## config.mk

```make
export PLATFORM = sky130hd
export DESIGN_NAME = seSoundTop
export DESIGN_NICKNAME = d
export VERILOG_FILES = /design/src/rtl/sePkg.sv /design/src/rtl/seByteFifo.sv /design/src/rtl/seChannelBuffer.sv /design/src/rtl/seMixer.sv /design/src/rtl/seSoundTop.sv
export SDC_FILE = /design/constraint.sdc
export NUM_CORES = 2
export LEC_CHECK = 0
export BUFFER_PORTS_ARGS = -buffer_cell sky130_fd_sc_hd__buf_2
export CORE_ASPECT_RATIO = 0.75
export CORE_UTILIZATION = 40
export DETAILED_ROUTE_END_ITERATION = 12
export SLEW_MARGIN = 25
export SYNTH_ARGS = -nofsm -noshare
export SYNTH_HDL_FRONTEND = slang
export SYNTH_SLANG_ARGS = --single-unit
export TNS_END_PERCENT = 1
```

## constraint.sdc

```tcl
create_clock -name iSysClk -period 5.66 [get_ports iSysClk]
set_clock_uncertainty 0.05 [all_clocks]
set_input_delay 0.283 -clock iSysClk [delete_from_list [all_inputs] [get_ports iSysClk]]
set_output_delay 0.283 -clock iSysClk [all_outputs]
set_load 0.01 [all_outputs]
```

## src/rtl/sePkg.sv

```systemverilog
//--------------------
// sound effect shared types
// byte and sample types, saturation limits
// and the silence value used by the mixer
//--------------------
`default_nettype none

package sePkg;

    //--------------------
    // data types
    //--------------------
    typedef logic [7:0] seByte_t;             // one loader byte
    typedef logic signed [15:0] seSample_t;   // signed 16 bit pcm

    //--------------------
    // sample limits
    //--------------------
    // largest positive sample
    localparam seSample_t cSampleMax = 16'sh7fff;
    // most negative sample
    localparam seSample_t cSampleMin = 16'sh8000;

    // contributed by a channel with nothing ready
    localparam seSample_t cSilence = 16'sh0000;

endpackage

`default_nettype wire

```

## src/rtl/seByteFifo.sv

```systemverilog
//--------------------
// single clock byte FIFO
// circular ram with read and write pointers
// plus an occupancy count, registered read data
//--------------------
`timescale 1ns/10ps
`default_nettype none

module seByteFifo #(
    parameter int pDepth = 256                     // power of two entry count
)(
    input  wire             iSysClk,
    input  wire             rstN,                  // sync active low
    input  sePkg::seByte_t  wrData,
    input  wire             we,
    input  wire             re,
    output sePkg::seByte_t  rdData,                // valid one cycle after re
    output logic [$clog2(pDepth):0] count,         // bytes held
    output logic            full
);

    localparam int cAddrW = $clog2(pDepth);

    sePkg::seByte_t mem [pDepth];                  // byte storage

    logic [cAddrW-1:0] wrPtr;
    logic [cAddrW-1:0] rdPtr;
    logic              wrOk;                       // write actually taken
    logic              rdOk;                       // read actually taken

    // writes while full are dropped
    assign full = (count == (cAddrW+1)'(pDepth));
    assign wrOk = we & ~full;
    assign rdOk = re & (count != '0);              // never read past empty

    //--------------------
    // pointers
    //--------------------
    always_ff @(posedge iSysClk)
    begin
        if (!rstN)
        begin
            wrPtr <= '0;
            rdPtr <= '0;
        end
        else
        begin
            if (wrOk)
                wrPtr <= wrPtr + 1'b1;             // wraps at pDepth
            if (rdOk)
                rdPtr <= rdPtr + 1'b1;
        end
    end

    //--------------------
    // occupancy
    //--------------------
    always_ff @(posedge iSysClk)
    begin
        if (!rstN)
            count <= '0;
        else
        begin
            case ({wrOk, rdOk})
                2'b10:   count <= count + 1'b1;    // write only
                2'b01:   count <= count - 1'b1;    // read only
                default: count <= count;           // both or none
            endcase
        end
    end

    // ram write and registered read port
    always_ff @(posedge iSysClk)
    begin
        if (wrOk)
            mem[wrPtr] <= wrData;
        if (rdOk)
            rdData <= mem[rdPtr];                  // data next cycle
    end

endmodule

`default_nettype wire

```

## src/rtl/seChannelBuffer.sv

```systemverilog
//--------------------
// sound effect channel buffer
// byte FIFO followed by an msb/lsb assembly FSM
// holds one sample for the mixer and reports
// a registered low level flag to the loader
//--------------------
`timescale 1ns/10ps
`default_nettype none

module seChannelBuffer #(
    parameter int pDepth = 256                     // FIFO entries
)(
    input  wire               iSysClk,
    input  wire               rstN,
    input  sePkg::seByte_t    wrData,              // loader byte
    input  wire               we,
    input  wire               take,                // mixer consumed sample
    output sePkg::seSample_t  sample,              // held sample
    output logic              sampleValid,
    output logic              full,
    output logic              needData             // below half level
);

    localparam int cCountW = $clog2(pDepth) + 1;

    typedef enum logic [1:0] {
        stIdle    = 2'd0,
        stReadMsb = 2'd1,
        stReadLsb = 2'd2,
        stStore   = 2'd3
    } state_t;

    state_t               state;
    logic                 re;
    sePkg::seByte_t       rdData;
    logic [cCountW-1:0]   count;
    logic                 canStart;

    //--------------------
    // byte storage
    //--------------------
    seByteFifo #(
        .pDepth  (pDepth)
    ) fifo (
        .iSysClk (iSysClk),
        .rstN    (rstN),
        .wrData  (wrData),
        .we      (we),
        .re      (re),
        .rdData  (rdData),
        .count   (count),
        .full    (full)
    );

    // back to back reads strobed straight from state
    assign re = (state == stReadMsb) | (state == stReadLsb);

    // slot free (or freed this cycle) and a full byte pair waiting
    assign canStart = (~sampleValid | take) & (count >= cCountW'(2));

    //--------------------
    // assembly FSM
    //--------------------
    always_ff @(posedge iSysClk)
    begin
        if (!rstN)
            state <= stIdle;
        else
        begin
            case (state)
                stIdle:    state <= canStart ? stReadMsb : stIdle;
                stReadMsb: state <= stReadLsb;
                stReadLsb: state <= stStore;       // msb on rdData now
                stStore:   state <= stIdle;        // lsb on rdData now
                default:   state <= stIdle;
            endcase
        end
    end

    // msb and lsb halves of the held sample
    always_ff @(posedge iSysClk)
    begin
        if (state == stReadLsb)
            sample[15:8] <= rdData;
        if (state == stStore)
            sample[7:0] <= rdData;
    end

    // set on store and cleared by take
    always_ff @(posedge iSysClk)
    begin
        if (!rstN)
            sampleValid <= 1'b0;
        else if (state == stStore)
            sampleValid <= 1'b1;
        else if (take)
            sampleValid <= 1'b0;
    end

    // level flag lags count by one cycle
    always_ff @(posedge iSysClk)
    begin
        if (!rstN)
            needData <= 1'b1;
        else
            needData <= (count < cCountW'(pDepth / 2));
    end

endmodule

`default_nettype wire

```

## src/rtl/seMixer.sv

```systemverilog
//--------------------
// two channel saturating mixer
// on each tick adds the held samples, silence for
// any channel not ready, and clamps to 16 bits
//--------------------
`timescale 1ns/10ps
`default_nettype none

module seMixer (
    input  wire               iSysClk,
    input  wire               rstN,
    input  wire               sampleTick,          // one cycle pulse
    input  sePkg::seSample_t  sample0,
    input  wire               valid0,
    input  sePkg::seSample_t  sample1,
    input  wire               valid1,
    output logic              take0,               // consumed channel 0
    output logic              take1,
    output sePkg::seSample_t  mixSample,
    output logic              mixValid
);

    sePkg::seSample_t   in0;
    sePkg::seSample_t   in1;
    logic signed [16:0] sumFull;                   // one guard bit
    sePkg::seSample_t   sumSat;

    //--------------------
    // sum and clamp
    //--------------------
    assign in0 = valid0 ? sample0 : sePkg::cSilence;
    assign in1 = valid1 ? sample1 : sePkg::cSilence;

    // sign extended add
    assign sumFull = {in0[15], in0} + {in1[15], in1};

    always_comb
    begin
        case (sumFull[16:15])
            2'b01:   sumSat = sePkg::cSampleMax;   // positive overflow
            2'b10:   sumSat = sePkg::cSampleMin;   // negative overflow
            default: sumSat = sumFull[15:0];
        endcase
    end

    //--------------------
    // output stage
    //--------------------
    always_ff @(posedge iSysClk)
    begin
        if (!rstN)
        begin
            mixValid <= 1'b0;
            take0    <= 1'b0;
            take1    <= 1'b0;
        end
        else
        begin
            mixValid <= sampleTick;
            take0    <= sampleTick & valid0;       // only what was used
            take1    <= sampleTick & valid1;
        end
    end

    // held until the next tick
    always_ff @(posedge iSysClk)
    begin
        if (sampleTick)
            mixSample <= sumSat;
    end

endmodule

`default_nettype wire

```

## src/rtl/seSoundTop.sv

```systemverilog
//--------------------
// sound effect playback top
// two channel buffers side by side feeding
// one saturating mixer
//--------------------
`timescale 1ns/10ps
`default_nettype none

module seSoundTop #(
    parameter int pDepth = 256                     // per channel FIFO depth
)(
    input  wire               iSysClk,
    input  wire               rstN,
    input  sePkg::seByte_t    wrData0,
    input  wire               we0,
    input  sePkg::seByte_t    wrData1,
    input  wire               we1,
    input  wire               sampleTick,
    output sePkg::seSample_t  mixSample,
    output logic              mixValid,
    output logic              full0,
    output logic              full1,
    output logic              needData0,
    output logic              needData1
);

    sePkg::seSample_t sample0;
    sePkg::seSample_t sample1;
    logic             valid0;
    logic             valid1;
    logic             take0;                       // mixer back to channel
    logic             take1;

    //--------------------
    // channel buffers
    //--------------------
    seChannelBuffer #(
        .pDepth      (pDepth)
    ) chBuf0 (
        .iSysClk     (iSysClk),
        .rstN        (rstN),
        .wrData      (wrData0),
        .we          (we0),
        .take        (take0),
        .sample      (sample0),
        .sampleValid (valid0),
        .full        (full0),
        .needData    (needData0)
    );

    seChannelBuffer #(
        .pDepth      (pDepth)
    ) chBuf1 (
        .iSysClk     (iSysClk),
        .rstN        (rstN),
        .wrData      (wrData1),
        .we          (we1),
        .take        (take1),
        .sample      (sample1),
        .sampleValid (valid1),
        .full        (full1),
        .needData    (needData1)
    );

    // mixer
    seMixer mixer (
        .iSysClk     (iSysClk),
        .rstN        (rstN),
        .sampleTick  (sampleTick),
        .sample0     (sample0),
        .valid0      (valid0),
        .sample1     (sample1),
        .valid1      (valid1),
        .take0       (take0),
        .take1       (take1),
        .mixSample   (mixSample),
        .mixValid    (mixValid)
    );

endmodule

`default_nettype wire

```

Word level (Yosys, flattened, before mapping)
Memory sizes are Yosys's and may differ from the RTL's. A register that Yosys moved wholly into a read port is not among the register bits.
Index checks and enable logic that the tools add are counted.
{"block": "word_totals", "wordCells": 90, "in_bits": 21, "ram_bits": 4096, "mem_count": 2, "output_inout_bits": 21, "regBits": 109}
{"block": "classes", "n_reduce_logical": 8, "magnitude_cmp": 4, "mux": 17, "n_eq_ne": 14, "n_bitwise": 16, "addsub": 9}
{"name": "chBuf0.fifo.mem", "words": 256, "word_bits": 8, "rd": 1, "rd_ports_with_merged_regs": 1, "write_ports": 1, "line": "seByteFifo.sv:24", "rtl": "sePkg::seByte_t mem [pDepth];"}
{"name": "chBuf1.fifo.mem", "words": 256, "word_bits": 8, "rd": 1, "rd_ports_with_merged_regs": 1, "write_ports": 1, "line": "seByteFifo.sv:24"}
{"operator": "case mux 9 bit (2 select lines)", "count": 2}
{"operator": "adder 8 x 1 -> 8 bit, second input constant", "count": 4}
{"operator": "2-to-1 mux 16 bit", "count": 2}
{"operator": "case mux 16 bit (2 select lines)", "count": 1}
{"operator": "adder 9 x 1 -> 9 bit, second input constant", "count": 2}
{"operator": "equality test 9 bit, second input constant", "count": 2}
{"operator": ">= comparator 9 x 2 -> 1 bit, second input constant", "count": 2}
{"operator": "< comparator 9 x 8 -> 1 bit, second input constant", "count": 2}
{"operator": "nonzero test 9 bit", "count": 2}
{"operator": "subtractor 9 x 1 -> 9 bit, second input constant", "count": 2}
{"operator": "adder 16 x 16 -> 17 bit", "count": 1}
{"operator": "case mux 2 bit (4 select lines)", "count": 2}
{"operator": "equality test 2 bit, second input constant", "count": 7}
{"operator": "equality test 2 x 1 -> 1 bit, second input constant", "count": 5}
{"operator": "2-to-1 mux 1 bit", "count": 10}
{"operator": "AND 1 bit", "count": 8}
{"operator": "nonzero test 2 bit", "count": 4}
{"operator": "zero test 2 bit", "count": 2}
{"operator": "inverter 1 bit", "count": 4}
{"operator": "OR 1 bit", "count": 4}

Logic depth before layout (Yosys ltp)
{"block": "logic_depth", "word_depth": 5, "mapped_depth": 16, "ltp_nobuf": 15}

Modules after synthesis
Synthesis repeated with hierarchy kept, for this count alone.
{"block": "unflattened", "hier_cells": 7989, "area_unflattened_um2": 164925.7}
{"module": "seByteFifo (chBuf0.fifo)", "area_per_inst_um2": 80980.2, "instances": 1, "seq_area_each_um2": 62239.7, "cells_per_inst": 3850}
{"module": "seByteFifo (chBuf1.fifo)", "area_per_inst_um2": 80783.7, "instances": 1, "seq_area_each_um2": 62239.7, "cells_per_inst": 3868}
{"module": "seMixer", "area_per_inst_um2": 1803.0, "instances": 1, "seq_area_each_um2": 540.5, "cells_per_inst": 201}
{"module": "seChannelBuffer", "area_per_inst_um2": 679.4, "instances": 2, "seq_area_each_um2": 560.5, "cells_per_inst": 35}

Worst setup path after synthesis
Ideal clock, no wire load.
{"block": "synth_timing", "path_type": "register to register", "startpoint": "register chBuf0.fifo.count[1]", "endpoint": "register chBuf0.fifo.count[8]", "setup_time_ps": 70, "path_buffers": 1, "required_ps": 5540, "synth_period_minus_slack_ps": 3930, "t_arrival_ps": 3810, "slack_ps": 1730, "stages_incl_launch_ff": 14, "path_cell_list": "dfxtp_1 nor4_1 nand2_1 o41a_1 clkbuf_1 ha_1 fa_1 a21o_1 a21oi_1 o21bai_1 a2111oi_0 nor4_1 or4_1 a21oi_1"}
{"block": "synth_between", "word_cells_on_any_way": 11, "cone_classes": "add/sub (2); eq/ne (3); mux (1); bitwise (3); reduce/logical (2)"}
{"item": "start, declared", "line": "seByteFifo.sv:18", "rtl": "output logic [$clog2(pDepth):0] count,"}
{"item": "start signal, assigned", "line": "seByteFifo.sv:65", "rtl": "2'b10: count <= count + 1'b1;"}
{"item": "start signal, assigned", "line": "seByteFifo.sv:66", "rtl": "2'b01: count <= count - 1'b1;"}
{"item": "start signal, assigned", "line": "seByteFifo.sv:67", "rtl": "default: count <= count;"}
{"item": "nonzero test 9 bit *", "line": "seByteFifo.sv:34", "rtl": "assign rdOk = re & (count != '0);"}
{"item": "AND 1 bit *", "line": "seByteFifo.sv:34"}
{"item": "net chBuf0.fifo.rdOk", "line": "seByteFifo.sv:29", "rtl": "logic rdOk;"}
{"item": "equality test 2 x 1 -> 1 bit or equality test 2 bit (tied branches)", "line": "seByteFifo.sv:64", "rtl": "case ({wrOk, rdOk})"}
{"item": "case mux 9 bit (2 select lines) or nonzero test 2 bit (tied branches)"}
The timed path passes the listed nets; every way through them passes the cells marked *.
A chain may end at the register's enable or synchronous reset.

Final worst setup path
{"block": "layout_timing", "startpoint": "register chBuf1.fifo.count[3]", "endpoint": "register chBuf1.fifo.count[8]"}
{"block": "layout_between", "word_cells_on_any_way": 11, "cone_classes": "add/sub (2); eq/ne (3); mux (1); bitwise (3); reduce/logical (2)"}
{"item": "start, declared", "line": "seByteFifo.sv:18"}
{"item": "start signal, assigned", "line": "seByteFifo.sv:65"}
{"item": "start signal, assigned", "line": "seByteFifo.sv:66"}
{"item": "start signal, assigned", "line": "seByteFifo.sv:67"}
{"item": "nonzero test 9 bit *", "line": "seByteFifo.sv:34"}
{"item": "AND 1 bit *", "line": "seByteFifo.sv:34"}
{"item": "net chBuf1.fifo.rdOk", "line": "seByteFifo.sv:29"}
{"item": "equality test 2 x 1 -> 1 bit or equality test 2 bit (tied branches)", "line": "seByteFifo.sv:64"}
{"item": "case mux 9 bit (2 select lines) or nonzero test 2 bit (tied branches)"}
Marks and branches as above.

==> run_results.csv <==
group,metric,value,unit
setup_path,cp_max_fo,12,
global_routing,grt.total_usage,0.207,
sta,finalSetupTns,0,ns
layout,nNetsFinal,8277,
synthesis,synth.net_count,8026,
synthesis,yosysSeqAreaShare,0.763,
synthesis,synth_edf_count,4160,
setup_path,crit_type,"reg2reg",
power,ir_worst_vdd,0.275,mV
sta,relSlewSlack,0.212,
floorplanning,boundaryPins,42,
setup_path,critPathLaunchType,"register",
global_routing,grt_max_degree,190,
synthesis,yosysWarnings,0,
global_routing,antenna_found_initial,21,
clock_tree,cts_buffers,421,
global_routing,grt_pass1_wl,621000,um
setup_path,end_kind,"register",
detailed_routing,drc,0,
setup_path,startpoint,"chBuf1.fifo.count[3]",
layout,area_growth,12.6,%
floorplanning,die_h,559,um
sta,finalSetupViolCount,0,
power,p_leak,56.2,nW
layout,fillers,34200,
sta,period_needed,4.96,ns
synthesis,netlist_instances,7952,
floorplanning,initial_core_util,0.402,
clock_tree,clk_pin_slew,0.06,ns
sta,timing.fmax,202,MHz
layout,finalNonFillerCells,14000,
sta,fin_crit_sh,0.876,
status,violations,"hold timing",
setup_path,reg2reg_to,"chBuf1.fifo.count[8]",
clock_tree,cts_tree,"done",
setup_path,reg2reg_depth,13,
global_routing,grt.overflow.total,0,
setup_path,cp.arrival,5.81,ns
clock_tree,cts_max_level,5,
synthesis,synthArstFlopShare,0,
floorplanning,die_w,744,um
floorplanning,die_area,416000,um^2
clock_tree,post_cts_buffers,0,
detailed_routing,wl,439000,um
sta,rsz0062_at_grt,"false",
min_path,hold_class,"in2reg",
setup_path,r2r_setup_slack,0.70,ns
clock_tree,clock_sinks,4221,
placement,port_buffers,41,
detailed_routing,antenna_left,0,
clock_tree,clkLatencyLatePin,0.99,ns
placement,hpwl,267000,um
clock_tree,cts-root-buf,"clkbuf_16",
detailed_routing,avgViaCountPerCell,5.93,
placement,place_inst,13200,
min_path,holdPathEnd,"chBuf0.fifo.mem[88][2]",
floorplanning,core,412000,um^2
synthesis,synthFlopType,"edfxtp_1",
detailed_routing,drtPass1Iterations,7,
layout,drive_gt1_frac,0.224,
setup_path,r2r_start,"chBuf1.fifo.count[3]",
min_path,hold_path.startpoint,"wrData0[2]",
layout,multi_input_area,36500,um^2
power,powerDensity,373,nW/um^2
sta,whs,-0.0355,ns
synthesis,netlist-cell-type-count,80,
sta,worst_pin_slew,1.18,ns
synthesis,ys_ff_latch,4221,
detailed_routing,num_vias,83200,
detailed_routing,wl_per_cell,31.3,um
floorplanning,num_rows,204,
sta,maxSlewViolCount,0,
status,status,"finished, violations left",
clock_tree,cts_buffer_depth,4,
clock_tree,ctsResizeCount,0,
layout,seqCellArea,126000,um^2
setup_path,cp.required,6.51,ns
job,max-cap-violations,0,
synthesis,avgSynthCellArea,20.8,um^2
synthesis,netlist_area,165000,um^2
min_path,whs_path_depth,1,
placement,gp_congestion,0.870,
global_routing,grt_pass1_vias,81600,
detailed_routing,dr.first_iter.drc_count,11200,
sta,finalHoldViolations,7,
-- routing by layer --
layer  up-vias  track usage  routed length, um
li1      33500            -                  -
met1     44500        0.320             191000
met2      4388        0.291             186000
met3       687       0.0553              50400
met4         8       0.0519              11200
met5         -            0                 52
-- worst max-delay path by stage --
stage | slack [ns] | end
2_1_floorplan | 1.73 | chBuf0.fifo.count[8]
3_3_place_gp | 0.50 | chBuf1.fifo.count[8]
3_5_place_dp | 0.73 | chBuf1.fifo.count[8]
4_1_cts | 0.70 | chBuf1.fifo.count[8]
5_1_grt | 0.36 | chBuf1.fifo.count[8]
6_report | 0.70 | chBuf1.fifo.count[8]
-- final cells by class --
type                       instances  area share
inverter                          47    0.000974
multi-input combinational       3216       0.196
sequential                      4221       0.678
timing repair buffer             296      0.0156
tap                             5459      0.0367
clock buffer                     527      0.0603
clock inverter                   250      0.0128
antenna                            7   0.0000941
-- worst max-delay path, stage by stage, from the launching register on --
cell,delay [ns]
dfxtp_1,0.34
nor4_1,0.35
nand2_1,0.17
o41ai_1,0.61
inv_1,0.51
ha_1,0.48
fa_1,0.47
a21o_1,0.18
a21oi_1,0.23
o21bai_1,0.12
a2111oi_0,0.59
nor4_1,0.15
or4_1,0.48
a21oi_1,0.15
-- sequential cells by signal (all words and copies together), names as in the netlist, 8 cells and up --
signal / count
chBuf1.fifo.rdPtr: 8
chBuf1.fifo.mem: 2048
chBuf0.fifo.count: 9
chBuf1.fifo.wrPtr: 8
chBuf0.fifo.mem: 2048
mixer.mixSample: 16
chBuf1.fifo.count: 9
chBuf0.fifo.rdPtr: 8
chBuf0.fifo.wrPtr: 8
chBuf1.sample: 16
chBuf0.fifo.rdData: 8
chBuf0.sample: 16
chBuf1.fifo.rdData: 8
-- layout by cell type (no fill, tap or decap), types with 14 or more instances in the layout --
cell type and count:
o21ai_0 55, dfxtp_1 50, a31oi_1 19, buf_12 45, inv_1 43, and2_1 46, clkinv_2 95, clkinv_1 82
mux2i_1 396, edfxtp_1 4160, o221ai_1 23, buf_4 187, clkbuf_1 88, mux4_2 974, a221oi_1 89, clkbuf_8 24
o211ai_1 26, nor2b_1 24, nand3_1 31, o22ai_1 53, a22oi_1 44, nor3_1 34, nand2b_1 14, ha_1 50
clkbuf_16 431, bufinv_16 39, dlygate4sd3_1 18, nor2_1 624, buf_2 27, o21ai_1 45, a211oi_1 46, nand2_1 149
a2111oi_0 14, a21o_1 28, a21oi_1 182, xnor2_1 34
-- report_power, final --
part | internal [mW] | switching [mW] | leakage [nW]
Clock | 15.8 | 11.9 | 6.68
Combinational | 2.94 | 3.96 | 11.6
Sequential | 34.6 | 0.340 | 37.9
Total | 53.4 | 16.2 | 56.2
-- logic make-up (layout without fill, tap and decap cells) --
logic type,after synthesis,after routing,share of synthesized area
buf+inv,515,1120,0.0170
simple gates,1012,1012,0.0261
fa+ha+maj,53,53,0.00415
compound gates,724,724,0.0300
flops,4221,4221,0.763
xor+xnor,46,46,0.00244
mux,1381,1381,0.157
other cells,0,7,0
-- cell usage after synthesis (all sizes together), types with 28 or more instances --
library cell / instances / area (um^2)
inv: 46 / 173
mux2i: 396 / 3960
a22oi: 44 / 330
o22ai: 53 / 332
mux4: 974 / 21900
nor3: 34 / 170
ha: 50 / 626
nor2b: 30 / 188
buf: 256 / 1830
o21ai: 100 / 500
clkbuf: 212 / 800
nand2: 155 / 582
a221oi: 92 / 825
edfxtp: 4160 / 125000
and2: 48 / 300
xnor2: 34 / 298
nor2: 630 / 2360
a21oi: 182 / 911
dfxtp: 61 / 1220
a21o: 28 / 210
nand3: 35 / 175
a211oi: 47 / 353
-- stage by stage --
stage / utilization / hold WS (ns) / power, mW / area, um^2 / worst slack, ns
floorplan: - / 0.332 / 39.9 / 165000 / 1.73
global placement: 0.419 / 0.452 / 42.4 / 172000 / 0.497
detailed placement: 0.419 / 0.471 / 42.5 / 172000 / 0.725
CTS: 0.452 / 0.00432 / 69.8 / 186000 / 0.704
global route: 0.452 / 0.0126 / 71.3 / 186000 / 0.365
finish: 0.452 / -0.0355 / 69.5 / 186000 / 0.699
-- timing repair --
action	in CTS	in global routing
endpoints found under the hold margin	744	100
hold buffers	16	2
endpoints found under the setup margin	0	0
(Power assumes the default switching activity.)
